<file path="config.mk">
export PLATFORM = sky130hd
export DESIGN_NAME = serial_core_top
export DESIGN_NICKNAME = d
export VERILOG_FILES = /design/src/hw/serv_pkg.sv /design/src/hw/core_ctrl_if.sv /design/src/hw/cycle_state.sv /design/src/hw/instr_decode.sv /design/src/hw/serial_alu.sv /design/src/hw/reg_file.sv /design/src/hw/pc_ctrl.sv /design/src/hw/store_unit.sv /design/src/hw/serial_core_top.sv
export SDC_FILE = /design/constraint.sdc
export NUM_CORES = 2
export LEC_CHECK = 0
export ABC_AREA = 0
export BUFFER_PORTS_ARGS = -buffer_cell sky130_fd_sc_hd__buf_2
export CAP_MARGIN = 15
export CELL_PAD_IN_SITES_DETAIL_PLACEMENT = 2
export CELL_PAD_IN_SITES_GLOBAL_PLACEMENT = 2
export CORE_MARGIN = 2
export CORE_UTILIZATION = 40
export CTS_BUF_LIST = sky130_fd_sc_hd__clkbuf_16
export CTS_CLUSTER_SIZE = 16
export DETAILED_ROUTE_END_ITERATION = 16
export PLACE_DENSITY = 0.7
export SYNTH_ARGS = -nofsm -noshare
export SYNTH_HDL_FRONTEND = slang
export SYNTH_SLANG_ARGS = --single-unit
export TNS_END_PERCENT = 10
</file>
<file path="constraint.sdc">
create_clock -name i_clk -period 84.7 [get_ports i_clk]
set_input_delay 4.235 -clock i_clk [delete_from_list [all_inputs] [get_ports i_clk]]
set_output_delay 4.235 -clock i_clk [all_outputs]
set_load 0.01 [all_outputs]
</file>
<file path="src/hw/serv_pkg.sv">
package serv_pkg;

   localparam int XLEN       = 32;
   localparam int REG_ADDR_W = 5;
   localparam int CNT_W      = 5;

   localparam logic [XLEN-1:0] RESET_PC = 32'd0;
   localparam logic [XLEN-1:0] PC_STEP  = 32'd4;

   // Major opcodes handled by the core
   typedef enum logic [6:0] {
      OP     = 7'b0110011,
      OP_IMM = 7'b0010011,
      LUI    = 7'b0110111,
      BRANCH = 7'b1100011,
      STORE  = 7'b0100011
   } opcode_t;

   typedef enum logic [2:0] {
      ADD,
      SUB,
      XOR,
      OR,
      AND
   } alu_op_t;

   // COMPARE is the first of the two passes a branch takes
   typedef enum logic [1:0] {
      FETCH,
      EXEC,
      COMPARE,
      STORE_WAIT
   } phase_t;

endpackage

</file>
<file path="src/hw/core_ctrl_if.sv">
`timescale 1ns/1ps

interface core_ctrl_if;

   logic [serv_pkg::REG_ADDR_W-1:0] rs1_addr;
   logic [serv_pkg::REG_ADDR_W-1:0] rs2_addr;
   logic [serv_pkg::REG_ADDR_W-1:0] rd_addr;
   logic                            imm_bit;
   logic                            use_imm;
   serv_pkg::alu_op_t               alu_op;
   logic                            rd_wen;
   logic                            is_branch;
   logic                            branch_ne;
   logic                            is_store;

   modport decoder (output rs1_addr, rs2_addr, rd_addr, imm_bit, use_imm, alu_op,
                    rd_wen, is_branch, branch_ne, is_store);
   modport sequencer (input is_branch, branch_ne, is_store);
   modport exec (input use_imm, alu_op, imm_bit);
   modport result (input rs1_addr, rs2_addr, rd_addr, rd_wen, imm_bit);

endinterface

</file>
<file path="src/hw/cycle_state.sv">
`timescale 1ns/1ps

module cycle_state (
   input  logic                       i_clk,
   input  logic                       i_rst_n,
   core_ctrl_if.sequencer             ctrl,
   input  logic                       i_ibus_ack,
   input  logic                       i_dbus_ack,
   input  logic                       i_eq,
   output logic                       o_ibus_cyc,
   output logic                       o_dbus_cyc,
   output logic [serv_pkg::CNT_W-1:0] o_cnt,
   output logic                       o_cnt_done,
   output logic                       o_exec_en,
   output logic                       o_wr_en,
   output logic                       o_pc_upd,
   output logic                       o_branch_taken
);

   serv_pkg::phase_t state_q;
   serv_pkg::phase_t phase;
   logic             active;
   logic             cmp_done;
   logic             taken_q;

   assign active = (state_q == serv_pkg::EXEC);

   // A branch spends its first pass comparing rs1 with rs2
   assign phase = (active && ctrl.is_branch && !cmp_done) ? serv_pkg::COMPARE : state_q;

   assign o_ibus_cyc     = (state_q == serv_pkg::FETCH);
   assign o_dbus_cyc     = (state_q == serv_pkg::STORE_WAIT);
   assign o_exec_en      = active;
   assign o_cnt_done     = active && (o_cnt == '1);
   assign o_wr_en        = (phase == serv_pkg::EXEC) && !ctrl.is_branch && !ctrl.is_store;
   assign o_pc_upd       = (phase == serv_pkg::EXEC);
   assign o_branch_taken = taken_q;

   always_ff @(posedge i_clk) begin
      if (!i_rst_n) begin
         state_q  <= serv_pkg::FETCH;
         o_cnt    <= '0;
         cmp_done <= 1'b0;
         taken_q  <= 1'b0;
      end else begin
         if (active) begin
            o_cnt <= o_cnt + {{(serv_pkg::CNT_W-1){1'b0}}, 1'b1};
         end
         case (state_q)
            serv_pkg::FETCH: begin
               if (i_ibus_ack) begin
                  state_q  <= serv_pkg::EXEC;
                  cmp_done <= 1'b0;
                  taken_q  <= 1'b0;
               end
            end
            serv_pkg::EXEC: begin
               if (o_cnt_done) begin
                  if (phase == serv_pkg::COMPARE) begin
                     cmp_done <= 1'b1;
                     taken_q  <= i_eq ^ ctrl.branch_ne;
                  end else if (ctrl.is_store) begin
                     state_q <= serv_pkg::STORE_WAIT;
                  end else begin
                     state_q <= serv_pkg::FETCH;
                  end
               end
            end
            serv_pkg::STORE_WAIT: begin
               if (i_dbus_ack) begin
                  state_q <= serv_pkg::FETCH;
               end
            end
            default: state_q <= serv_pkg::FETCH;
         endcase
      end
   end

   a_one_bus_at_a_time: assert property (@(posedge i_clk) disable iff (!i_rst_n)
      !(o_ibus_cyc && o_dbus_cyc));

endmodule

</file>
<file path="src/hw/instr_decode.sv">
`timescale 1ns/1ps

module instr_decode (
   input  logic                       i_clk,
   input  logic [serv_pkg::XLEN-1:0]  i_ibus_rdt,
   input  logic                       i_ibus_ack,
   input  logic [serv_pkg::CNT_W-1:0] i_cnt,
   core_ctrl_if.decoder               ctrl
);

   logic [serv_pkg::XLEN-1:0] instr;
   logic [serv_pkg::XLEN-1:0] imm;
   serv_pkg::opcode_t         opcode;
   logic [2:0]                funct3;

   always_ff @(posedge i_clk) begin
      if (i_ibus_ack) begin
         instr <= i_ibus_rdt;
      end
   end

   assign opcode = serv_pkg::opcode_t'(instr[6:0]);
   assign funct3 = instr[14:12];

   assign ctrl.rd_addr   = instr[11:7];
   assign ctrl.rs2_addr  = instr[24:20];
   // LUI adds its immediate to x0
   assign ctrl.rs1_addr  = (opcode == serv_pkg::LUI) ? '0 : instr[19:15];
   assign ctrl.branch_ne = funct3[0];
   assign ctrl.imm_bit   = imm[i_cnt];

   always_comb begin
      ctrl.use_imm   = 1'b0;
      ctrl.alu_op    = serv_pkg::ADD;
      ctrl.rd_wen    = 1'b0;
      ctrl.is_branch = 1'b0;
      ctrl.is_store  = 1'b0;
      imm            = {{20{instr[31]}}, instr[31:20]};
      case (opcode)
         serv_pkg::OP, serv_pkg::OP_IMM: begin
            ctrl.use_imm = (opcode == serv_pkg::OP_IMM);
            ctrl.rd_wen  = 1'b1;
            case (funct3)
               3'b000: begin
                  if (opcode == serv_pkg::OP && instr[30]) begin
                     ctrl.alu_op = serv_pkg::SUB;
                  end
               end
               3'b100:  ctrl.alu_op = serv_pkg::XOR;
               3'b110:  ctrl.alu_op = serv_pkg::OR;
               3'b111:  ctrl.alu_op = serv_pkg::AND;
               // Shifts and compares are not implemented
               default: ctrl.rd_wen = 1'b0;
            endcase
         end
         serv_pkg::LUI: begin
            ctrl.use_imm = 1'b1;
            ctrl.rd_wen  = 1'b1;
            imm          = {instr[31:12], 12'b0};
         end
         serv_pkg::BRANCH: begin
            ctrl.is_branch = 1'b1;
            ctrl.alu_op    = serv_pkg::SUB;
            imm = {{19{instr[31]}}, instr[31], instr[7], instr[30:25], instr[11:8], 1'b0};
         end
         serv_pkg::STORE: begin
            ctrl.is_store = 1'b1;
            ctrl.use_imm  = 1'b1;
            imm           = {{20{instr[31]}}, instr[31:25], instr[11:7]};
         end
         default: ;
      endcase
   end

endmodule

</file>
<file path="src/hw/serial_alu.sv">
`timescale 1ns/1ps

module serial_alu (
   input  logic                       i_clk,
   core_ctrl_if.exec                  ctrl,
   input  logic                       i_exec_en,
   input  logic                       i_cnt_done,
   input  logic [serv_pkg::CNT_W-1:0] i_cnt,
   input  logic                       i_rs1,
   input  logic                       i_rs2,
   output logic                       o_rd,
   output logic                       o_sum,
   output logic                       o_eq
);

   logic op_b;
   logic b_in;
   logic sub;
   logic cin;
   logic carry_q;
   logic eq_q;

   assign sub  = (ctrl.alu_op == serv_pkg::SUB);
   assign op_b = ctrl.use_imm ? ctrl.imm_bit : i_rs2;
   assign b_in = op_b ^ sub;

   // Carry in of one at bit 0 completes the two's complement
   assign cin   = (i_cnt == '0) ? sub : carry_q;
   assign o_sum = i_rs1 ^ b_in ^ cin;
   assign o_eq  = ((i_cnt == '0) || eq_q) && (i_rs1 == op_b);

   always_comb begin
      case (ctrl.alu_op)
         serv_pkg::XOR: o_rd = i_rs1 ^ op_b;
         serv_pkg::OR:  o_rd = i_rs1 | op_b;
         serv_pkg::AND: o_rd = i_rs1 & op_b;
         default:       o_rd = o_sum;
      endcase
   end

   always_ff @(posedge i_clk) begin
      if (i_exec_en) begin
         carry_q <= (i_rs1 & b_in) | (cin & (i_rs1 ^ b_in));
         eq_q    <= o_eq;
      end
   end

   // Operation and operand select hold for the whole pass
   a_op_stable_in_pass: assert property (@(posedge i_clk)
      (i_exec_en && !i_cnt_done) |=> ($stable(ctrl.alu_op) && $stable(ctrl.use_imm)));

endmodule

</file>
<file path="src/hw/reg_file.sv">
`timescale 1ns/1ps

module reg_file (
   input  logic                       i_clk,
   core_ctrl_if.result                ctrl,
   input  logic [serv_pkg::CNT_W-1:0] i_cnt,
   input  logic                       i_wr_en,
   input  logic                       i_rd,
   output logic                       o_rs1,
   output logic                       o_rs2
);

   logic [serv_pkg::XLEN-1:0] regs [2**serv_pkg::REG_ADDR_W];

   assign o_rs1 = (ctrl.rs1_addr == '0) ? 1'b0 : regs[ctrl.rs1_addr][i_cnt];
   assign o_rs2 = (ctrl.rs2_addr == '0) ? 1'b0 : regs[ctrl.rs2_addr][i_cnt];

   // Bits above cnt are still the old value, so rd may equal a source
   always_ff @(posedge i_clk) begin
      if (i_wr_en && ctrl.rd_wen && ctrl.rd_addr != '0) begin
         regs[ctrl.rd_addr][i_cnt] <= i_rd;
      end
   end

   a_x0_constant: assert property (@(posedge i_clk) $stable(regs[0]));

endmodule

</file>
<file path="src/hw/pc_ctrl.sv">
`timescale 1ns/1ps

module pc_ctrl (
   input  logic                       i_clk,
   input  logic                       i_rst_n,
   core_ctrl_if.result                ctrl,
   input  logic [serv_pkg::CNT_W-1:0] i_cnt,
   input  logic                       i_pc_upd,
   input  logic                       i_branch_taken,
   output logic [serv_pkg::XLEN-1:0]  o_ibus_adr
);

   logic [serv_pkg::XLEN-1:0] pc;
   logic [serv_pkg::XLEN-1:0] shadow;
   logic                      addend;
   logic                      cin;
   logic                      carry_q;
   logic                      sum;

   assign addend = i_branch_taken ? ctrl.imm_bit : serv_pkg::PC_STEP[i_cnt];
   assign cin    = (i_cnt == '0) ? 1'b0 : carry_q;
   assign sum    = pc[i_cnt] ^ addend ^ cin;

   always_ff @(posedge i_clk) begin
      if (i_pc_upd) begin
         shadow  <= {sum, shadow[serv_pkg::XLEN-1:1]};
         carry_q <= (pc[i_cnt] & addend) | (cin & (pc[i_cnt] ^ addend));
      end
   end

   // Bits 0 to 30 sit in the shadow when the last bit arrives
   always_ff @(posedge i_clk) begin
      if (!i_rst_n) begin
         pc <= serv_pkg::RESET_PC;
      end else if (i_pc_upd && i_cnt == '1) begin
         pc <= {sum, shadow[serv_pkg::XLEN-1:1]};
      end
   end

   assign o_ibus_adr = pc;

   a_pc_aligned: assert property (@(posedge i_clk) disable iff (!i_rst_n)
      o_ibus_adr[1:0] == 2'b00);

endmodule

</file>
<file path="src/hw/store_unit.sv">
`timescale 1ns/1ps

module store_unit (
   input  logic                      i_clk,
   input  logic                      i_exec_en,
   input  logic                      i_sum,
   input  logic                      i_rs2,
   output logic [serv_pkg::XLEN-1:0] o_dbus_adr,
   output logic [serv_pkg::XLEN-1:0] o_dbus_dat
);

   logic [serv_pkg::XLEN-1:0] adr_q;
   logic [serv_pkg::XLEN-1:0] dat_q;

   // LSB first, so bit 0 reaches position 0 after the full pass
   always_ff @(posedge i_clk) begin
      if (i_exec_en) begin
         adr_q <= {i_sum, adr_q[serv_pkg::XLEN-1:1]};
         dat_q <= {i_rs2, dat_q[serv_pkg::XLEN-1:1]};
      end
   end

   // Held while dbus waits since no pass runs then
   assign o_dbus_adr = adr_q;
   assign o_dbus_dat = dat_q;

endmodule

</file>
<file path="src/hw/serial_core_top.sv">
`timescale 1ns/1ps

module serial_core_top (
   input  logic                      i_clk,
   input  logic                      i_rst_n,
   output logic [serv_pkg::XLEN-1:0] o_ibus_adr,
   output logic                      o_ibus_cyc,
   input  logic [serv_pkg::XLEN-1:0] i_ibus_rdt,
   input  logic                      i_ibus_ack,
   output logic [serv_pkg::XLEN-1:0] o_dbus_adr,
   output logic [serv_pkg::XLEN-1:0] o_dbus_dat,
   output logic                      o_dbus_we,
   output logic                      o_dbus_cyc,
   input  logic                      i_dbus_ack
);

   logic [serv_pkg::CNT_W-1:0] cnt;
   logic                       cnt_done;
   logic                       exec_en;
   logic                       wr_en;
   logic                       pc_upd;
   logic                       branch_taken;
   logic                       dbus_cyc;
   logic                       alu_rd;
   logic                       sum;
   logic                       eq;
   logic                       rs1;
   logic                       rs2;

   core_ctrl_if ctrl_if ();

   // Only stores use dbus
   assign o_dbus_cyc = dbus_cyc;
   assign o_dbus_we  = dbus_cyc;

   cycle_state cycle_state_inst (
      .i_clk          (i_clk),
      .i_rst_n        (i_rst_n),
      .ctrl           (ctrl_if.sequencer),
      .i_ibus_ack     (i_ibus_ack),
      .i_dbus_ack     (i_dbus_ack),
      .i_eq           (eq),
      .o_ibus_cyc     (o_ibus_cyc),
      .o_dbus_cyc     (dbus_cyc),
      .o_cnt          (cnt),
      .o_cnt_done     (cnt_done),
      .o_exec_en      (exec_en),
      .o_wr_en        (wr_en),
      .o_pc_upd       (pc_upd),
      .o_branch_taken (branch_taken)
   );

   instr_decode instr_decode_inst (
      .i_clk      (i_clk),
      .i_ibus_rdt (i_ibus_rdt),
      .i_ibus_ack (i_ibus_ack),
      .i_cnt      (cnt),
      .ctrl       (ctrl_if.decoder)
   );

   serial_alu serial_alu_inst (
      .i_clk      (i_clk),
      .ctrl       (ctrl_if.exec),
      .i_exec_en  (exec_en),
      .i_cnt_done (cnt_done),
      .i_cnt      (cnt),
      .i_rs1      (rs1),
      .i_rs2      (rs2),
      .o_rd       (alu_rd),
      .o_sum      (sum),
      .o_eq       (eq)
   );

   reg_file reg_file_inst (
      .i_clk   (i_clk),
      .ctrl    (ctrl_if.result),
      .i_cnt   (cnt),
      .i_wr_en (wr_en),
      .i_rd    (alu_rd),
      .o_rs1   (rs1),
      .o_rs2   (rs2)
   );

   pc_ctrl pc_ctrl_inst (
      .i_clk          (i_clk),
      .i_rst_n        (i_rst_n),
      .ctrl           (ctrl_if.result),
      .i_cnt          (cnt),
      .i_pc_upd       (pc_upd),
      .i_branch_taken (branch_taken),
      .o_ibus_adr     (o_ibus_adr)
   );

   store_unit store_unit_inst (
      .i_clk      (i_clk),
      .i_exec_en  (exec_en),
      .i_sum      (sum),
      .i_rs2      (rs2),
      .o_dbus_adr (o_dbus_adr),
      .o_dbus_dat (o_dbus_dat)
   );

endmodule

</file>
==> flow_metrics.env <==
export IMPL_worst_pin_slew_ns=1.49
export IMPL_skew_ns=0.0313
export IMPL_hpwl_um=156000
export IMPL_io_pins=135
export IMPL_rows=143
export IMPL_hold_viol=0
export IMPL_drive_gt1_frac=0.202
export IMPL_grt_overflow=0
export IMPL_grt_first_pass_wirelength_um=378000
export IMPL_drv_slew=0
export IMPL_finalNonFillerCells=7031
export IMPL_cp_num_buf_inv=6
export IMPL_cp_common_cell="buf_4"
export IMPL_max_freq_ghz=0.0954
export IMPL_rsz0062_at_grt="no"
export IMPL_relSlewSlack=0.00627
export IMPL_grtUsageTotal=0.342
export IMPL_cts_max_path_buffers=3
export IMPL_die_area_mm2=0.155
export IMPL_worst_path_max_delay_cell="buf_4"
export IMPL_post_cts_repair_setup_buffers=0
export IMPL_drt_iter0_markers=5967
export IMPL_cp_required_ns=85.13
export IMPL_clk_pin_slew_ns=0.06
export IMPL_drtAntennaViolNets=0
export IMPL_irDropWorstVdd_v=0.0000450
export IMPL_vias_per_cell=6.70
export IMPL_place_inst=6753
export IMPL_synth_edf_count=1154
export IMPL_postPlaceCellArea_mm2=0.0637
export IMPL_design_area_mm2=0.0684
export IMPL_avgRoutedWirePerCell_um=38.3
export IMPL_r2r_setup_slack_ns=74.22
export IMPL_setup_tns_ns=0
export IMPL_ys_warnings_count=0
export IMPL_initial_core_util=0.402
export IMPL_post_route_period_util=0.124
export IMPL_cts_resized_gates=0
export IMPL_cts_tree="built"
export IMPL_setup_viol=0
export IMPL_end_kind="flop"
export IMPL_crit_arrival_ns=10.90
export IMPL_worstSkewPairLatency_ns=0.79
export IMPL_synth_avg_cell_area_um2=12.5
export IMPL_antenna_found_initial=16
export IMPL_async_reset_ff_frac=0
export IMPL_clock_sinks=1201
export IMPL_post_route_min_period_ns=10.48
export IMPL_start_kind="flop"
export IMPL_synthMuxAreaShare=0.169
export IMPL_synth_fa_ha_area_frac=0.00177
export IMPL_synth_top_family_by_area="multiplexers"
export IMPL_cp_top_family="buffers and inverters"
export IMPL_synth_simple_area_share=0.117
export IMPL_root_buffer="clkbuf_16"
export IMPL_post_route_drc_count=0
export IMPL_syn_area_mm2=0.0609
export IMPL_synth_compound_area_frac=0.0907
export IMPL_vias=47100
export IMPL_maxCapViolCount=0
export IMPL_crit_fanout=267
export IMPL_yosys_register_bits=1201
export IMPL_coreArea_mm2=0.152
export IMPL_syn_inst=4883
export IMPL_grt_max_degree=268
export IMPL_synth_xor_xnor_area_share=0.000719
export IMPL_status="completed"
export IMPL_grt_pass1_vias=48500
export IMPL_holdBufCountCts=0
export IMPL_leakage_nw=21.4
export IMPL_synthDistinctLibCells=90
export IMPL_numCtsBuffers=143
export IMPL_finalPower_mw=1.70
export IMPL_drtPass1Iterations=5
export IMPL_gp_congestion=0.868
export IMPL_nets=4923
export IMPL_routed_wl_um=269000
export IMPL_critPathMaxStageDelay_ns=1.00
export IMPL_area_growth_syn_to_layout_pct=12.2
export IMPL_power_density_mw_per_mm2=24.8
export IMPL_portBuffers=134
export IMPL_htreeDepth=4
export IMPL_path_cells="nand4b_1 -> buf_4 -> nor2_4 -> buf_4 -> nor2_4 -> nand2_1 -> a221oi_1 -> a2111oi_0 -> o221ai_1 -> nand4_1 -> nand4_2 -> o31ai_4 -> xor2_1 -> ha_1 -> a21oi_1 -> o41ai_4 -> buf_4 -> buf_12 -> buf_12 -> buf_4"
export IMPL_hold_class="flop to flop"
export IMPL_die_w_um=394
export IMPL_ys_flop_type="edfxtp_1"
export IMPL_yosysSeqAreaShare=0.584
export IMPL_die_h_um=394
export IMPL_critical_path_class="flop to flop"
==> flip-flops by register name (all words and copies together) (netlist names), 2 cells and up, named ones only <==
register	flops
pc_ctrl_inst.shadow	31
pc_ctrl_inst.o_ibus_adr	32
instr_decode_inst.instr	32
reg_file_inst.regs	1024
store_unit_inst.o_dbus_dat	32
cycle_state_inst.o_cnt	5
store_unit_inst.o_dbus_adr	32
cycle_state_inst.state_q	2
==> routing by layer <==
| layer | track usage | part of all wire | vias up |
|---|---|---|---|
| li1 | - | - | 18400 |
| met1 | 0.443 | 0.38 | 25300 |
| met2 | 0.547 | 0.47 | 2676 |
| met3 | 0.0698 | 0.094 | 691 |
| met4 | 0.170 | 0.056 | 16 |
| met5 | 0 | 0.00038 | - |
==> layout make-up <==
class,count,area (µm²)
flip-flops and latches,1201,35600
repair buffers,310,2290
clock inverters,115,671
diodes,3,7.51
well taps,2030,2540
inverters,18,72.6
clock buffers,149,3730
fillers,14900,83200
multi-input cells,3205,23500
==> placed cells by master (no fill, tap or decap), types with 49 or more instances in the layout <==
master	synthesis	layout
a211oi_1	62	62
a21oi_1	244	242
buf_2	114	134
buf_4	25	158
clkbuf_16	0	149
edfxtp_1	1154	1154
inv_1	10	49
mux2_2	63	63
mux2i_1	158	158
mux4_2	356	356
nand2_1	312	279
nor2_1	1185	1178
o21ai_0	147	145
o221ai_1	58	58
o22ai_1	83	83
==> synth_stat cells (all sizes together), types with 62 or more instances <==
library cell | count | share of area
a211oi | 62 | 0.0076
a21oi | 246 | 0.020
buf | 178 | 0.016
clkbuf | 312 | 0.019
edfxtp | 1154 | 0.57
mux2 | 63 | 0.012
mux2i | 158 | 0.026
mux4 | 356 | 0.13
nand2 | 312 | 0.019
nor2 | 1187 | 0.073
o21ai | 151 | 0.012
o22ai | 83 | 0.0085
==> power breakdown <==
| group | total, mW | switching, mW | internal, mW | leakage (nW) |
|---|---|---|---|---|
| logic | 0.301 | 0.232 | 0.0684 | 8.28 |
| clock network | 0.590 | 0.263 | 0.328 | 2.31 |
| registers | 0.805 | 0.0121 | 0.792 | 10.8 |
| total | 1.70 | 0.507 | 1.19 | 21.4 |
==> kinds of logic after synthesis <==
group	count (synthesis)
muxes	577
xor gates and xnor gates	5
DFF	1201
and+or+nand+nor	1742
other	1
buffers and inverters	508
AOI/OAI and AO/OA	841
adders and majority gates	8
==> stage by stage <==
step	util	hold slack, ns	setup slack [ns]
2_1_floorplan	-	0.426	44.89
4_1_cts	0.449	0.444	74.52
3_5_place_dp	0.420	0.432	74.53
3_3_place_gp	0.420	0.428	74.61
5_1_grt	0.451	0.463	73.81
6_report	0.451	0.445	74.22
==> worst paths after layout <==
path | from | endpoint | cells after the start
setup / recovery | instr_decode_inst.instr[6]$_DFFE_PP_ | reg_file_inst.regs[9][6]$_DFFE_PP_ | 20
hold / removal | store_unit_inst.o_dbus_adr[7]$_DFFE_PP_ | store_unit_inst.o_dbus_adr[6]$_DFFE_PP_ | 0
setup reg to reg | instr_decode_inst.instr[6]$_DFFE_PP_ | reg_file_inst.regs[9][6]$_DFFE_PP_ | 20
hold reg to reg | store_unit_inst.o_dbus_adr[7]$_DFFE_PP_ | store_unit_inst.o_dbus_adr[6]$_DFFE_PP_ | 0
Power figures use the tool's default switching activity.
